[src/logic/lsu_pkg.sv]
/*
 * RV64 load/store pipe shared definitions
 * Widths, operation encodings, the instruction field views and the
 * records that travel between the EX stages and the memory side
 */
`default_nettype none

package lsu_pkg;

  // ----------------------------------------
  // Widths and opcodes
  // ----------------------------------------
  localparam int XLEN_W   = 64;
  localparam int ADDR_W   = 32;
  localparam int DW_BYTES = 8;
  localparam int RNID_W   = 6;
  localparam int REGIDX_W = 5;
  localparam int CMT_ID_W = 6;

  localparam logic [6:0] OPC_LOAD  = 7'b0000011;
  localparam logic [6:0] OPC_STORE = 7'b0100011;

  typedef enum logic [1:0] {
    OP_LOAD  = 2'd0,
    OP_STORE = 2'd1,
    OP_OTHER = 2'd2
  } lsu_op_e;

  // Same encoding as funct3[1:0]
  typedef enum logic [1:0] {
    SIZE_B  = 2'd0,
    SIZE_H  = 2'd1,
    SIZE_W  = 2'd2,
    SIZE_DW = 2'd3
  } lsu_size_e;

  typedef enum logic [1:0] {
    EXC_NONE            = 2'd0,
    LOAD_ADDR_MISALIGN  = 2'd1,
    STAMO_ADDR_MISALIGN = 2'd2
  } except_e;

  // ----------------------------------------
  // Instruction word views
  // ----------------------------------------
  typedef struct packed {
    logic [11:0] imm;
    logic [4:0]  rs1;
    logic [2:0]  funct3;
    logic [4:0]  rd;
    logic [6:0]  opcode;
  } load_fmt_t;

  typedef struct packed {
    logic [6:0] imm_hi;
    logic [4:0] rs2;
    logic [4:0] rs1;
    logic [2:0] funct3;
    logic [4:0] imm_lo;
    logic [6:0] opcode;
  } store_fmt_t;

  // One word, two field layouts for the offset
  typedef union packed {
    load_fmt_t  ld;
    store_fmt_t st;
  } lsu_inst_u;

  typedef struct packed {
    lsu_op_e   op;
    lsu_size_e size;
    logic      is_unsigned;
  } lsu_ctrl_t;

  // ----------------------------------------
  // External records
  // ----------------------------------------
  typedef struct packed {
    logic                valid;
    logic [CMT_ID_W-1:0] cmt_id;
    lsu_inst_u           inst;
    logic [XLEN_W-1:0]   rs1_data;
    logic                wr_valid;
    logic [RNID_W-1:0]   wr_rnid;
    logic [REGIDX_W-1:0] wr_regidx;
  } lsu_issue_t;

  typedef struct packed {
    logic              valid;
    logic [ADDR_W-1:0] paddr;
  } l1d_req_t;

  typedef struct packed {
    logic                valid;
    logic [ADDR_W-1:0]   paddr;
    logic [DW_BYTES-1:0] dw;
  } fwd_req_t;

  // fwd_dw is in word byte lanes, data starts at the load's first byte
  typedef struct packed {
    logic [DW_BYTES-1:0] fwd_dw;
    logic [XLEN_W-1:0]   data;
  } fwd_resp_t;

  typedef struct packed {
    logic                valid;
    logic [CMT_ID_W-1:0] cmt_id;
    logic [ADDR_W-1:0]   paddr;
    lsu_size_e           size;
  } stq_upd_t;

  typedef struct packed {
    logic                valid;
    logic [CMT_ID_W-1:0] cmt_id;
    logic                except_valid;
    except_e             except_type;
    logic [XLEN_W-1:0]   tval;
  } done_report_t;

  typedef struct packed {
    logic              valid;
    logic [RNID_W-1:0] rnid;
    logic [XLEN_W-1:0] data;
  } phy_wr_t;

  // ----------------------------------------
  // Stage records
  // ----------------------------------------
  typedef struct packed {
    logic                valid;
    logic [CMT_ID_W-1:0] cmt_id;
    lsu_ctrl_t           ctrl;
    logic [ADDR_W-1:0]   paddr;
    logic                except_valid;
    except_e             except_type;
    logic                wr_valid;
    logic [RNID_W-1:0]   wr_rnid;
    logic [REGIDX_W-1:0] wr_regidx;
  } ex1_entry_t;

  typedef struct packed {
    logic                valid;
    logic [CMT_ID_W-1:0] cmt_id;
    lsu_op_e             op;
    logic [ADDR_W-1:0]   paddr;
    logic                except_valid;
    except_e             except_type;
    logic                wr_valid;
    logic [RNID_W-1:0]   wr_rnid;
    logic [REGIDX_W-1:0] wr_regidx;
    logic [XLEN_W-1:0]   data;
  } ex2_entry_t;

endpackage

`default_nettype wire

[src/logic/lsu_ctrl_decoder.sv]
/*
 * Load/store control decoder
 * Turns an instruction word into operation, size, sign and offset
 */
`timescale 1ns/1ps
`default_nettype none

module lsu_ctrl_decoder (
  input  lsu_pkg::lsu_inst_u i_inst,
  output lsu_pkg::lsu_ctrl_t o_ctrl,
  output logic signed [11:0] o_offset
);

  logic w_is_load;
  logic w_is_store;

  assign w_is_load  = (i_inst.ld.opcode == lsu_pkg::OPC_LOAD);
  // Stores only go up to SD
  assign w_is_store = (i_inst.st.opcode == lsu_pkg::OPC_STORE) & ~i_inst.st.funct3[2];

  always_comb begin
    if (w_is_load) begin
      o_ctrl.op = lsu_pkg::OP_LOAD;
    end else if (w_is_store) begin
      o_ctrl.op = lsu_pkg::OP_STORE;
    end else begin
      o_ctrl.op = lsu_pkg::OP_OTHER;
    end
    o_ctrl.size        = lsu_pkg::lsu_size_e'(i_inst.ld.funct3[1:0]);
    o_ctrl.is_unsigned = i_inst.ld.funct3[2];
  end

  // I-type immediate for loads, split S-type immediate for stores
  always_comb begin
    if (w_is_load) begin
      o_offset = $signed(i_inst.ld.imm);
    end else if (w_is_store) begin
      o_offset = $signed({i_inst.st.imm_hi, i_inst.st.imm_lo});
    end else begin
      o_offset = '0;
    end
  end

endmodule

`default_nettype wire

[src/logic/lsu_ex1_agen.sv]
/*
 * EX1 address generation stage
 * Registers the issued instruction, forms the physical address,
 * checks alignment and sends the L1D read request
 */
`timescale 1ns/1ps
`default_nettype none

module lsu_ex1_agen (
  input  logic                  i_clk,
  input  logic                  i_reset_n,
  input  logic                  i_flush,
  input  lsu_pkg::lsu_issue_t   i_issue,
  output lsu_pkg::l1d_req_t     o_l1d_req,
  output lsu_pkg::ex1_entry_t   o_ex1
);

  lsu_pkg::lsu_ctrl_t        w_ex0_ctrl;
  logic signed [11:0]        w_ex0_offset;

  logic                      r_ex1_valid;
  lsu_pkg::lsu_issue_t       r_ex1_issue;
  lsu_pkg::lsu_ctrl_t        r_ex1_ctrl;
  logic signed [11:0]        r_ex1_offset;

  logic [lsu_pkg::ADDR_W-1:0] w_ex1_addr;
  logic                      w_ex1_is_load;
  logic                      w_ex1_is_store;
  logic                      w_ex1_addr_ma;
  logic                      w_ex1_except_valid;
  lsu_pkg::except_e          w_ex1_except_type;

  lsu_ctrl_decoder u_ctrl_decoder (
    .i_inst   (i_issue.inst),
    .o_ctrl   (w_ex0_ctrl),
    .o_offset (w_ex0_offset)
  );

  // ----------------------------------------
  // EX0 to EX1 register
  // ----------------------------------------
  always_ff @(posedge i_clk or negedge i_reset_n) begin
    if (!i_reset_n) begin
      r_ex1_valid <= 1'b0;
    end else begin
      r_ex1_valid <= i_issue.valid & ~i_flush;
    end
  end

  always_ff @(posedge i_clk) begin
    r_ex1_issue  <= i_issue;
    r_ex1_ctrl   <= w_ex0_ctrl;
    r_ex1_offset <= w_ex0_offset;
  end

  // ----------------------------------------
  // Address and alignment
  // ----------------------------------------
  assign w_ex1_addr = r_ex1_issue.rs1_data[lsu_pkg::ADDR_W-1:0] +
                      {{(lsu_pkg::ADDR_W-12){r_ex1_offset[11]}}, r_ex1_offset};

  assign w_ex1_is_load  = (r_ex1_ctrl.op == lsu_pkg::OP_LOAD);
  assign w_ex1_is_store = (r_ex1_ctrl.op == lsu_pkg::OP_STORE);

  always_comb begin
    case (r_ex1_ctrl.size)
      lsu_pkg::SIZE_H:  w_ex1_addr_ma = w_ex1_addr[0];
      lsu_pkg::SIZE_W:  w_ex1_addr_ma = |w_ex1_addr[1:0];
      lsu_pkg::SIZE_DW: w_ex1_addr_ma = |w_ex1_addr[2:0];
      default:          w_ex1_addr_ma = 1'b0;
    endcase
  end

  // OP_OTHER never faults here
  assign w_ex1_except_valid = w_ex1_addr_ma & (w_ex1_is_load | w_ex1_is_store);
  assign w_ex1_except_type  = !w_ex1_except_valid ? lsu_pkg::EXC_NONE :
                              w_ex1_is_load       ? lsu_pkg::LOAD_ADDR_MISALIGN :
                                                    lsu_pkg::STAMO_ADDR_MISALIGN;

  // Word-aligned read for aligned loads only
  assign o_l1d_req.valid = r_ex1_valid & w_ex1_is_load & ~w_ex1_except_valid & ~i_flush;
  assign o_l1d_req.paddr = {w_ex1_addr[lsu_pkg::ADDR_W-1:$clog2(lsu_pkg::DW_BYTES)],
                            {$clog2(lsu_pkg::DW_BYTES){1'b0}}};

  assign o_ex1.valid        = r_ex1_valid;
  assign o_ex1.cmt_id       = r_ex1_issue.cmt_id;
  assign o_ex1.ctrl         = r_ex1_ctrl;
  assign o_ex1.paddr        = w_ex1_addr;
  assign o_ex1.except_valid = w_ex1_except_valid;
  assign o_ex1.except_type  = w_ex1_except_type;
  assign o_ex1.wr_valid     = r_ex1_issue.wr_valid;
  assign o_ex1.wr_rnid      = r_ex1_issue.wr_rnid;
  assign o_ex1.wr_regidx    = r_ex1_issue.wr_regidx;

endmodule

`default_nettype wire

[src/logic/lsu_ex2_load_align.sv]
/*
 * EX2 load data stage
 * Asks the store queue for forwarding, merges forwarded bytes over
 * L1D data, cuts and extends the load value, updates the store queue
 */
`timescale 1ns/1ps
`default_nettype none

module lsu_ex2_load_align (
  input  logic                          i_clk,
  input  logic                          i_reset_n,
  input  logic                          i_flush,
  input  lsu_pkg::ex1_entry_t           i_ex1,
  input  logic [lsu_pkg::XLEN_W-1:0]    i_l1d_data,
  input  lsu_pkg::fwd_resp_t            i_fwd_resp,
  output lsu_pkg::fwd_req_t             o_fwd_req,
  output lsu_pkg::stq_upd_t             o_stq_upd,
  output lsu_pkg::ex2_entry_t           o_ex2
);

  logic                                  r_ex2_valid;
  lsu_pkg::ex1_entry_t                   r_ex2;

  logic                                  w_ex2_aligned;
  logic [$clog2(lsu_pkg::DW_BYTES)-1:0]  w_ofs;
  logic [lsu_pkg::DW_BYTES-1:0]          w_size_mask;
  logic [lsu_pkg::DW_BYTES-1:0]          w_fwd_dw_al;
  logic [lsu_pkg::XLEN_W-1:0]            w_l1d_al;
  logic [lsu_pkg::XLEN_W-1:0]            w_merged;
  logic                                  w_fill;
  logic [lsu_pkg::XLEN_W-1:0]            w_ext_data;

  always_ff @(posedge i_clk or negedge i_reset_n) begin
    if (!i_reset_n) begin
      r_ex2_valid <= 1'b0;
    end else begin
      r_ex2_valid <= i_ex1.valid & ~i_flush;
    end
  end

  always_ff @(posedge i_clk) begin
    r_ex2 <= i_ex1;
  end

  assign w_ex2_aligned = r_ex2_valid & ~r_ex2.except_valid & ~i_flush;
  assign w_ofs         = r_ex2.paddr[$clog2(lsu_pkg::DW_BYTES)-1:0];

  always_comb begin
    case (r_ex2.ctrl.size)
      lsu_pkg::SIZE_B: w_size_mask = 8'h01;
      lsu_pkg::SIZE_H: w_size_mask = 8'h03;
      lsu_pkg::SIZE_W: w_size_mask = 8'h0f;
      default:         w_size_mask = 8'hff;
    endcase
  end

  // ----------------------------------------
  // Store queue forwarding request
  // ----------------------------------------
  assign o_fwd_req.valid = w_ex2_aligned & (r_ex2.ctrl.op == lsu_pkg::OP_LOAD);
  assign o_fwd_req.paddr = r_ex2.paddr;
  assign o_fwd_req.dw    = w_size_mask << w_ofs;

  // ----------------------------------------
  // Byte merge
  // ----------------------------------------
  // Both sources moved down to the load's first byte
  assign w_fwd_dw_al = i_fwd_resp.fwd_dw >> w_ofs;
  assign w_l1d_al    = i_l1d_data >> {w_ofs, 3'b000};

  for (genvar b = 0; b < lsu_pkg::DW_BYTES; b++) begin : g_byte_merge
    assign w_merged[b*8 +: 8] = w_fwd_dw_al[b] ? i_fwd_resp.data[b*8 +: 8] :
                                                 w_l1d_al[b*8 +: 8];
  end

  // Size cut with sign or zero fill
  always_comb begin
    case (r_ex2.ctrl.size)
      lsu_pkg::SIZE_B: w_fill = w_merged[7];
      lsu_pkg::SIZE_H: w_fill = w_merged[15];
      lsu_pkg::SIZE_W: w_fill = w_merged[31];
      default:         w_fill = w_merged[63];
    endcase
    w_fill = w_fill & ~r_ex2.ctrl.is_unsigned;
    w_ext_data = {lsu_pkg::XLEN_W{w_fill}};
    case (r_ex2.ctrl.size)
      lsu_pkg::SIZE_B: w_ext_data[7:0]  = w_merged[7:0];
      lsu_pkg::SIZE_H: w_ext_data[15:0] = w_merged[15:0];
      lsu_pkg::SIZE_W: w_ext_data[31:0] = w_merged[31:0];
      default:         w_ext_data       = w_merged;
    endcase
  end

  // ----------------------------------------
  // Store queue address update
  // ----------------------------------------
  assign o_stq_upd.valid  = w_ex2_aligned & (r_ex2.ctrl.op == lsu_pkg::OP_STORE);
  assign o_stq_upd.cmt_id = r_ex2.cmt_id;
  assign o_stq_upd.paddr  = r_ex2.paddr;
  assign o_stq_upd.size   = r_ex2.ctrl.size;

  // A flush in this cycle keeps the entry out of EX3
  assign o_ex2.valid        = r_ex2_valid & ~i_flush;
  assign o_ex2.cmt_id       = r_ex2.cmt_id;
  assign o_ex2.op           = r_ex2.ctrl.op;
  assign o_ex2.paddr        = r_ex2.paddr;
  assign o_ex2.except_valid = r_ex2.except_valid;
  assign o_ex2.except_type  = r_ex2.except_type;
  assign o_ex2.wr_valid     = r_ex2.wr_valid;
  assign o_ex2.wr_rnid      = r_ex2.wr_rnid;
  assign o_ex2.wr_regidx    = r_ex2.wr_regidx;
  assign o_ex2.data         = w_ext_data;

endmodule

`default_nettype wire

[src/logic/lsu_ex3_report.sv]
/*
 * EX3 completion stage
 * Sends the done report and the register write-back
 */
`timescale 1ns/1ps
`default_nettype none

module lsu_ex3_report (
  input  logic                   i_clk,
  input  logic                   i_reset_n,
  input  lsu_pkg::ex2_entry_t    i_ex2,
  output lsu_pkg::done_report_t  o_done,
  output lsu_pkg::phy_wr_t       o_phy_wr
);

  logic                 r_ex3_valid;
  lsu_pkg::ex2_entry_t  r_ex3;

  always_ff @(posedge i_clk or negedge i_reset_n) begin
    if (!i_reset_n) begin
      r_ex3_valid <= 1'b0;
    end else begin
      r_ex3_valid <= i_ex2.valid;
    end
  end

  always_ff @(posedge i_clk) begin
    r_ex3 <= i_ex2;
  end

  // ----------------------------------------
  // Done report
  // ----------------------------------------
  assign o_done.valid        = r_ex3_valid;
  assign o_done.cmt_id       = r_ex3.cmt_id;
  assign o_done.except_valid = r_ex3.except_valid;
  assign o_done.except_type  = r_ex3.except_type;
  // Faulting physical address, zero extended
  assign o_done.tval         = r_ex3.except_valid ?
                               {{(lsu_pkg::XLEN_W-lsu_pkg::ADDR_W){1'b0}}, r_ex3.paddr} :
                               '0;

  // No write to x0
  assign o_phy_wr.valid = r_ex3_valid & (r_ex3.op == lsu_pkg::OP_LOAD) & r_ex3.wr_valid &
                          ~r_ex3.except_valid & (r_ex3.wr_regidx != '0);
  assign o_phy_wr.rnid  = r_ex3.wr_rnid;
  assign o_phy_wr.data  = r_ex3.data;

endmodule

`default_nettype wire

[src/logic/lsu_pipe.sv]
/*
 * RV64 load/store execution pipe, EX0 to EX3
 * Fixed three-cycle latency, no back-pressure
 */
`timescale 1ns/1ps
`default_nettype none

module lsu_pipe (
  input  logic                        i_clk,
  input  logic                        i_reset_n,
  input  logic                        i_flush,
  input  lsu_pkg::lsu_issue_t         i_issue,
  input  logic [lsu_pkg::XLEN_W-1:0]  i_l1d_data,
  input  lsu_pkg::fwd_resp_t          i_fwd_resp,
  output lsu_pkg::l1d_req_t           o_l1d_req,
  output lsu_pkg::fwd_req_t           o_fwd_req,
  output lsu_pkg::stq_upd_t           o_stq_upd,
  output lsu_pkg::done_report_t       o_done,
  output lsu_pkg::phy_wr_t            o_phy_wr
);

  lsu_pkg::ex1_entry_t w_ex1;
  lsu_pkg::ex2_entry_t w_ex2;

  lsu_ex1_agen u_ex1_agen (
    .i_clk     (i_clk),
    .i_reset_n (i_reset_n),
    .i_flush   (i_flush),
    .i_issue   (i_issue),
    .o_l1d_req (o_l1d_req),
    .o_ex1     (w_ex1)
  );

  lsu_ex2_load_align u_ex2_load_align (
    .i_clk      (i_clk),
    .i_reset_n  (i_reset_n),
    .i_flush    (i_flush),
    .i_ex1      (w_ex1),
    .i_l1d_data (i_l1d_data),
    .i_fwd_resp (i_fwd_resp),
    .o_fwd_req  (o_fwd_req),
    .o_stq_upd  (o_stq_upd),
    .o_ex2      (w_ex2)
  );

  lsu_ex3_report u_ex3_report (
    .i_clk     (i_clk),
    .i_reset_n (i_reset_n),
    .i_ex2     (w_ex2),
    .o_done    (o_done),
    .o_phy_wr  (o_phy_wr)
  );

endmodule

`default_nettype wire

[config.mk]
export PLATFORM = sky130hd
export DESIGN_NAME = lsu_pipe
export DESIGN_NICKNAME = d
export VERILOG_FILES = /design/src/logic/lsu_pkg.sv /design/src/logic/lsu_ctrl_decoder.sv /design/src/logic/lsu_ex1_agen.sv /design/src/logic/lsu_ex2_load_align.sv /design/src/logic/lsu_ex3_report.sv /design/src/logic/lsu_pipe.sv
export SDC_FILE = /design/constraint.sdc
export NUM_CORES = 1
export LEC_CHECK = 0
export ABC_AREA = 0
export BUFFER_PORTS_ARGS = -buffer_cell sky130_fd_sc_hd__buf_2
export CORE_AREA = 2 2 201 203
export CTS_CLUSTER_DIAMETER = 80
export DETAILED_ROUTE_END_ITERATION = 6
export DIE_AREA = 0 0 203 205
export HOLD_SLACK_MARGIN = 0.08
export PLACE_DENSITY = 0.65
export SLEW_MARGIN = 20
export SYNTH_ARGS = -nofsm -noshare
export SYNTH_HDL_FRONTEND = slang
export SYNTH_SLANG_ARGS = --single-unit
[constraint.sdc]
create_clock -name i_clk -period 3.7 [get_ports i_clk]
set_input_delay 0.925 -clock i_clk [delete_from_list [all_inputs] [get_ports i_clk]]
set_output_delay 0.925 -clock i_clk [all_outputs]
set_load 0.005 [all_outputs]
==> summary.md, run 1 <==
| Metric | Value |
|---|---|
| Post-synthesis cell count | around 1,200 |
| DRC | 0 |
| Pre-CTS setup slack | -0.119 ns |
| Largest delay share family, worst path | compound AO/OA/AOI/OAI gates |
| CP bufs+invs | 2 |
| Tightest Pin Transition | about 0.75 ns |
| Post-synth top flop | dfxtp_1 |
| First-pass GRT wire length | 54,500 um |
| Cell area after layout | 0.0150 sq mm |
| Synth Area in Simple Gates | 0.104 |
| Die Footprint | 0.0416 sq mm |
| Required time of the worst setup path | 2.77 ns |
| Synth area leaders | dfxtp_1 42%, buf_4 14%, mux2i_1 6.8% |
| H-Tree Level Count | 1 |
| Core Region | just under 0.04 sq mm |
| Layout Skew | 0.0168 ns |
| Fmax | around 260 MHz |
| Post-synth EDFFs | 0 |
| Post-Synth Adder-Cell Area | 0.0347 |
| P per Cell Area | approximately 460 mW/mm^2 |
| Synth Area in Compound Gates | 0.154 |
| Crit-path cells | buf_12, ha_4, nand3_1, nor3_2, nand4_1, a21o_1, a311o_1, o211ai_1, buf_2 |
| Final ANT Viol Nets | 0 |
| DR vias/cell | between 4 and 5 |
| Area delta synth->final | 27.3% |
| Via total after detailed routing | between 9,000 and 10,000 |
| Post-synthesis mux area share | 0.0990 |
| Unrepaired setup endpoints after global routing | true |
| Final Setup Violations | 5 |
| Max Slew Vio Count | 0 |
| CTS Hold Bufs | 0 |
| Layout cell share with drive strength beyond 1 | 0.445 |
| Routed wire length per instance | between 15 and 20 um |
| Fin crit period | between 3 and 4 ns |
| Yosys warns | 0 |
| Worst-skew pair later-pin latency | 0.56 ns |
| Syn Area/Cell | ~9.6 sq um |
| I/O pins | ~500 |
| Fin crit share | 1.03 |
| Synth top area share | 0.416 |
| Critical Path Sink Type | output pin |
| Mapped Area | ~0.012 sq mm |
| Leak | a little over 0.007 uW |
| Die W | 203 um |
| CTS Buf Count | 29 |
| Power consumption | 6940 uW |
| Max-Cap Viols | 0 |
| Post-Synth XOR/XNOR Area | 0.0194 |
| Kind of critical path | flop to output pin |
| CTS Buffer Depth | 3 |
| Worst slew margin | 0.499 |
| Synth Register Bits | roughly 250 |
| GRT Overall Usage | 0.171 |
| Clock transition at path regs | roughly 0.06 ns |
| Crit path launch type | flop |
| Final core utilization | 0.380 |
| Post-DP HPWL | ~30,000 um |
| Seq/Total Area, Yosys | 0.422 |
| CP arrival | around 2.9 ns |
| CP max FO | 7 |
| Clk root buf | clkbuf_16 |
| Antenna violations before repair | 2 |
| Global route overflow | 0 |
| DP Area | between 0.01 and 0.015 sq mm |
| Final WS setup | -0.113 ns |
| Outcome | finished, violations left |
| HP Class | input port to asynchronous set/reset pin |
| Synth unique cells | approximately 70 |
| Asr flop ratio synth | 0.0121 |
| Final wirelength | about 38,000 um |
| CTS tree | yes |
| Crit path max-delay cell type | dfxtp_4 |
| Port bufs | roughly 440 |
| Initial DRT Pass Iterations | 5 |
| Chip height | 205 um |
| Fin. Hold Viols | 0 |
| Std-Cell Rows | 73 |
| Vias in the first global route | roughly 9,200 |
| Nets | between 1,500 and 2,000 |
| Largest net degree at the start of global routing | slightly above 50 |
| Critical Path Max Stage Delay | approximately 0.4 ns |
| Gpl congestion | just over 0.9 |
| Cell taking the most area after synthesis | dfxtp_1 |
| Initial DRC count | around 590 |
| Failing checks | negative setup slack |
| Worst VDD drop | approximately 0.38 mV |
| Largest family of logic cells by synthesized area | buffers and inverters |
| Clk sinks | roughly 250 |
| Starting density of the core | 0.299 |
==> sequential cells by signal (all words and copies together) (netlist names) <==
signal and cells:
u_ex3_report.r_ex3 40, u_ex1_agen.o_ex1 23, u_ex2_load_align.r_ex2 1, u_ex2_load_align.o_ex2 55, u_ex1_agen.r_ex1_valid 1, u_ex1_agen.r_ex1_offset 12, u_ex3_report.r_ex3_valid 1, u_ex3_report.o_done 9
u_ex2_load_align.r_ex2_valid 1, u_ex2_load_align.o_stq_upd 2, u_ex1_agen.r_ex1_issue 32, u_ex3_report.o_phy_wr 70
==> per-stage QoR <==
step                hold slack, ns  cells  setup TNS [ns]
floorplan                    0.310   1257               0
global placement             0.310   1994          -0.106
detailed placement           0.312   1994          -0.150
CTS                          0.114   2062          -0.618
global route                 0.124   2067           -1.61
finish                       0.155   2068          -0.198
==> cell usage in the layout (no fill, tap or decap), drive strengths merged, types with 15 or more instances in the layout <==
cell    instances
xnor2          17
o21ai          86
nand2          75
buf           508
dfxtp         244
mux2i          84
nor2           59
a31oi          17
ha             31
o211ai         39
inv            19
mux2           15
and2           43
nand3          21
a21oi          61
conb           35
clkbuf         35
==> synth_stat cells, types with 7 or more instances <==
cell type,count
clkbuf_1,33
nand3_1,21
nand2b_1,7
and3_1,8
a21o_1,14
mux2_2,15
o211ai_1,39
mux2i_1,80
nor2_1,58
buf_2,13
o21a_1,7
dfxtp_1,244
a21oi_1,59
xnor2_1,17
and2_1,43
a31oi_1,17
buf_4,218
o21ai_2,8
o221ai_1,8
inv_1,14
o21ai_0,55
nand2_1,75
xor2_1,9
a211oi_1,7
ha_1,31
o21ai_1,23
==> where the power goes <==
part,switching [uW],internal [uW]
clock,1160,1810
sequential,84.5,2860
combinational,569,462
==> final timing paths <==
| path | start | endpoint | slack (ns) | depth (start not counted) |
|---|---|---|---|---|
| setup / recovery | u_ex1_agen.r_ex1_offset[11]$_DFF_P_ | o_l1d_req[28] | -0.11 | 9 |
| min in group i_clk | u_ex1_agen.o_ex1[9]$_DFF_P_ | u_ex2_load_align.o_ex2[73]$_DFF_P_ | 0.32 | 0 |
| hold reg to reg | u_ex1_agen.o_ex1[9]$_DFF_P_ | u_ex2_load_align.o_ex2[73]$_DFF_P_ | 0.32 | 0 |
| hold / removal | i_reset_n | u_ex1_agen.r_ex1_valid$_DFF_PN0_ | 0.15 | 1 |
| max in group asynchronous | i_reset_n | u_ex2_load_align.r_ex2_valid$_DFF_PN0_ | 3.43 | 1 |
| setup reg to reg | u_ex2_load_align.o_ex2[80]$_DFF_P_ | u_ex3_report.o_phy_wr[32]$_DFF_P_ | 0.85 | 8 |
==> cells by family after synthesis <==
group / Yosys count
mux: 105
buf+inv: 288
flops: 247
simple gates: 250
xor+xnor: 26
compound gates: 274
fa+ha+maj: 32
other cells: 1
==> final cells by class <==
class | count | area, sq um
fill | 3914 | 24400
multi-input combinational | 722 | 5510
sequential | 247 | 4980
timing repair buffer | 508 | 2760
clock buffer | 35 | 788
tap | 525 | 657
clock inverter | 15 | 219
inverter | 15 | 56.3
antenna | 1 | 2.50
==> per-layer routing <==
metal | vias to the layer above | share of wire | global-route usage | wire, um
met5 | - | 0.00031 | 0 | 12
met4 | 2 | 0.038 | 0.0641 | 1450
met3 | 70 | 0.072 | 0.0337 | 2760
met2 | 449 | 0.50 | 0.305 | 19100
met1 | 4552 | 0.39 | 0.202 | 15100
li1 | 4604 | - | - | -
==> repair_timing <==
item / in CTS / in global routing
resized for setup: 65 / 58
endpoints found under the setup margin: 22 / 20
pin swaps: 36 / 31
buffers inserted: 18 / 5
Note: power is estimated with default switching activity, not from simulation.
==> run 2: changes to the inputs <==
clock period = 3.4 ns   (was 3.7 ns; I/O delays follow)
==> run 2 against run 1 <==
Net effect:
- the run still ends with negative setup slack left
- global-route usage grew 0.090 points
- first-iteration DRC count shrank 3.6%
- clock-buffer cell count shrank 1
- sequential share of layout area shrank 1.1 points
- total power grew 7.5%
- clock power grew 4%
- utilization grew 1.4 points
- largest cell class unchanged
- highest routed layer is now met4
==> summary.md, run 2 (synthesis results as in run 1) <==
| Metric | Value |
|---|---|
| Outcome | finished, violations left (unchanged) |
| Failing checks | negative setup slack (unchanged) |
| Register-to-Register Path Depth | 7 (was 8) |
| CTS Buf Count | 27 (was 29) |
| I/O pins | 514 (unchanged) |
| Layout cell share with drive strength beyond 1 | 0.475 (was 0.445) |
| Cell area after layout | 0.0155 sq mm (was 0.0150 sq mm) |
| P per Cell Area | 481 mW/mm^2 (was 464 mW/mm^2) |
| Clock transition at path regs | 0.06 ns (about the same) |
| Die W | 203 um (unchanged) |
| Core Region | 0.0394 sq mm (unchanged) |
| Std-Cell Rows | 73 (unchanged) |
| CTS Buffer Depth | 3 (unchanged) |
| CP bufs+invs | 3 (was 2) |
| GR Layer Usage met1 | 0.203 (was 0.202) |
| Fin. Hold Viols | 0 (unchanged) |
| Max reg flops | 70 (unchanged) |
| DR vias/cell | 4.71 (was 4.68) |
| Worst VDD drop | 0.393 mV (was 0.376 mV) |
| Starting density of the core | 0.299 (unchanged) |
| Clk sinks | 247 (unchanged) |
| Port bufs | 441 (unchanged) |
| Reg2reg end | u_ex3_report.o_phy_wr[8]$_DFF_P_ (was u_ex3_report.o_phy_wr[32]$_DFF_P_) |
| Nets | 1,835 (was 1,809) |
| GR Util met2 | 0.309 (was 0.305) |
| Commonest non-fill, non-tap cells in the layout | 439 x buf_2, 232 x dfxtp_1, 80 x mux2i_1 (was 441 x buf_2, 235 x dfxtp_1, 80 x mux2i_1) |
| Die Footprint | 0.0416 sq mm (unchanged) |
| Leak | 0.00739 uW (was 0.00717 uW) |
| CP most frequent cell | buf_4 |
| Placed insts | 2,008 (was 1,994) |
| Tightest Pin Transition | 0.762 ns (was 0.752 ns) |
| Commonest non-fill, non-tap cell in the layout | buf_2 (unchanged) |
| RR Startpoint | u_ex2_load_align.o_ex2[79]$_DFF_P_ (was u_ex2_load_align.o_ex2[80]$_DFF_P_) |
| Chip height | 205 um (unchanged) |
| Fin crit period | 3.65 ns |
| Fill count | 3,828 (was 3,914) |
| Largest delay share family, worst path | simple AND/OR/NAND/NOR gates (was compound AO/OA/AOI/OAI gates) |
| DRC | 0 (unchanged) |
| Antenna violations before repair | 1 (was 2) |
| Vias in the first global route | 9,478 (was 9,175) |
| Pre-CTS setup slack | -0.204 ns (was -0.119 ns) |
| Max-Cap Viols | 0 (unchanged) |
| Required time of the worst setup path | 2.55 ns (was 2.77 ns) |
| Initial DRC count | 567 (was 588) |
| Worst-skew pair later-pin latency | 0.54 ns (was 0.56 ns) |
| Layout Skew | 0.0113 ns (was 0.0168 ns) |
| DP Area | 0.0133 sq mm (was 0.0132 sq mm) |
| Via total after detailed routing | 9,877 (was 9,677) |
| H-Tree Level Count | 1 (unchanged) |
| Global routing's busiest layer | met2 (unchanged) |
| Clk root buf | clkbuf_16 (unchanged) |
| Final ANT Viol Nets | 0 (unchanged) |
| Max Slew Vio Count | 0 (unchanged) |
| Post-DP HPWL | 30,200 um (was 30,000 um) |
| Fmax | ~270 MHz |
| Gpl congestion | 0.935 (was 0.927) |
| Final Setup Violations | 17 (was 5) |
| Final WS setup | -0.254 ns (was -0.113 ns) |
| GRT Overall Usage | 0.172 (was 0.171) |
| Crit path launch type | flop (unchanged) |
| Critical Path Sink Type | output pin (unchanged) |
| Global route overflow | 0 (unchanged) |
| Setup TNS | -2.82 ns (was -0.198 ns) |
| Initial DRT Pass Iterations | 5 (unchanged) |
| HP Class | flop to flop (was input port to asynchronous set/reset pin) |
| Crit path max-delay cell type | nor4_2 (was dfxtp_4) |
| CP Capture Point | o_l1d_req[31] (was o_l1d_req[28]) |
| Kind of critical path | flop to output pin (unchanged) |
| Crit path depth | 9 (unchanged) |
| Hold WS | 0.322 ns (was 0.155 ns) |
| Area delta synth->final | 32.0% (was 27.3%) |
| Global Route met3 Usage | 0.0255 (was 0.0337) |
| First-pass GRT wire length | 54,800 um (was 54,500 um) |
| Largest net degree at the start of global routing | 52 (was 51) |
| CP max FO | 8 (was 7) |
| CP arrival | 2.80 ns (was 2.89 ns) |
| Unrepaired setup endpoints after global routing | true (unchanged) |
| CTS tree | yes (unchanged) |
| Worst slew margin | 0.492 (was 0.499) |
| Reg2reg setup slack | 0.71 ns (was 0.85 ns) |
| Crit-path cells | ha_4, nand2_1, buf_4, nor4_2, a31oi_4, a31oi_2, buf_4, o221ai_2, buf_2 (was buf_12, ha_4, nand3_1, nor3_2, nand4_1, a21o_1, a311o_1, o211ai_1, buf_2) |
| Routed wire length per instance | 18.5 um (was 18.6 um) |
| Non-filler cells, final | 2,095 (was 2,068) |
| Critical Path Max Stage Delay | 0.47 ns (was 0.39 ns) |
| Fin crit share | 1.07 |
| Setup crit start | u_ex1_agen.r_ex1_offset[11]$_DFF_P_ (unchanged) |
| Final wirelength | 38,700 um (was 38,400 um) |
## run 2: cell count changes in the layout (fill, tap and decap cells not counted), sizes merged
cell	previous run	this run
inv	19	16
dlygate4sd3	0	1
clkbuf	35	34
clkinv	6	9
buf	508	535
## run 2: timing repair
action | 4_1_cts | 5_1_grt
resized for setup | 122 | 62
endpoints found under the hold margin | 3 | 0
endpoints found under the setup margin | 25 | 24
hold buffers | 1 | 0
pin swaps | 56 | 43
buffers inserted | 19 | 18
gates cloned | 0 | 0
## run 2: through the flow
step,utilization,total power (uW)
after floorplan,-,4040
after global placement,0.338,4340
after detailed placement,0.338,4350
after CTS,0.382,7510
after global routing,0.394,7770
final,0.394,7460
## run 2: final cells by class
type | count | area, sq um | area share
multi-input cells | 722 | 5830 | 0.375
flip-flops and latches | 247 | 4980 | 0.321
repair buffers | 536 | 3030 | 0.195
clock buffers | 34 | 752 | 0.0485
well taps | 525 | 657 | 0.0423
clock inverters | 15 | 210 | 0.0135
inverters | 15 | 56.3 | 0.00363
diodes | 1 | 2.50 | 0.000161
## run 2: worst register-to-register path, cell delays in order (launching register included)
cell and delay, ns:
dfxtp_4 0.57, buf_4 0.68, mux2i_1 0.36, nor2_1 0.06, a21oi_1 0.33, mux2i_1 0.21, mux2i_1 0.16, o21ai_0 0.14
## run 2: worst min path at each step
stage	startpoint	slack (ns)	to	depth (start not counted)
after CTS	u_ex1_agen.o_ex1[4]$_DFF_P_	0.32	u_ex2_load_align.o_ex2[68]$_DFF_P_	0
after floorplan	u_ex1_agen.o_ex1[52]$_DFF_P_	0.31	u_ex2_load_align.o_ex2[113]$_DFF_P_	0
final	u_ex2_load_align.o_ex2[70]$_DFF_P_	0.32	u_ex3_report.o_phy_wr[65]$_DFF_P_	0
after global routing	u_ex2_load_align.o_ex2[67]$_DFF_P_	0.33	u_ex3_report.r_ex3[67]$_DFF_P_	0
after detailed placement	u_ex1_agen.o_ex1[7]$_DFF_P_	0.31	u_ex2_load_align.o_ex2[71]$_DFF_P_	0
after global placement	u_ex1_agen.o_ex1[56]$_DFF_P_	0.31	u_ex2_load_align.o_ex2[117]$_DFF_P_	0
## run 2: metal layers
layer	wire [um]	part of all wire	vias up
li1	-	-	4674
met1	15200	0.39	4694
met2	19400	0.50	431
met3	2570	0.066	78
met4	1580	0.041	0
met5	0	0	-
## run 2: power by group
part	leakage, uW	internal (uW)	switching (uW)	total (uW)
combinational	0.00482	535	627	1160
clock	0.000476	1880	1200	3080
sequential	0.00209	3110	109	3220
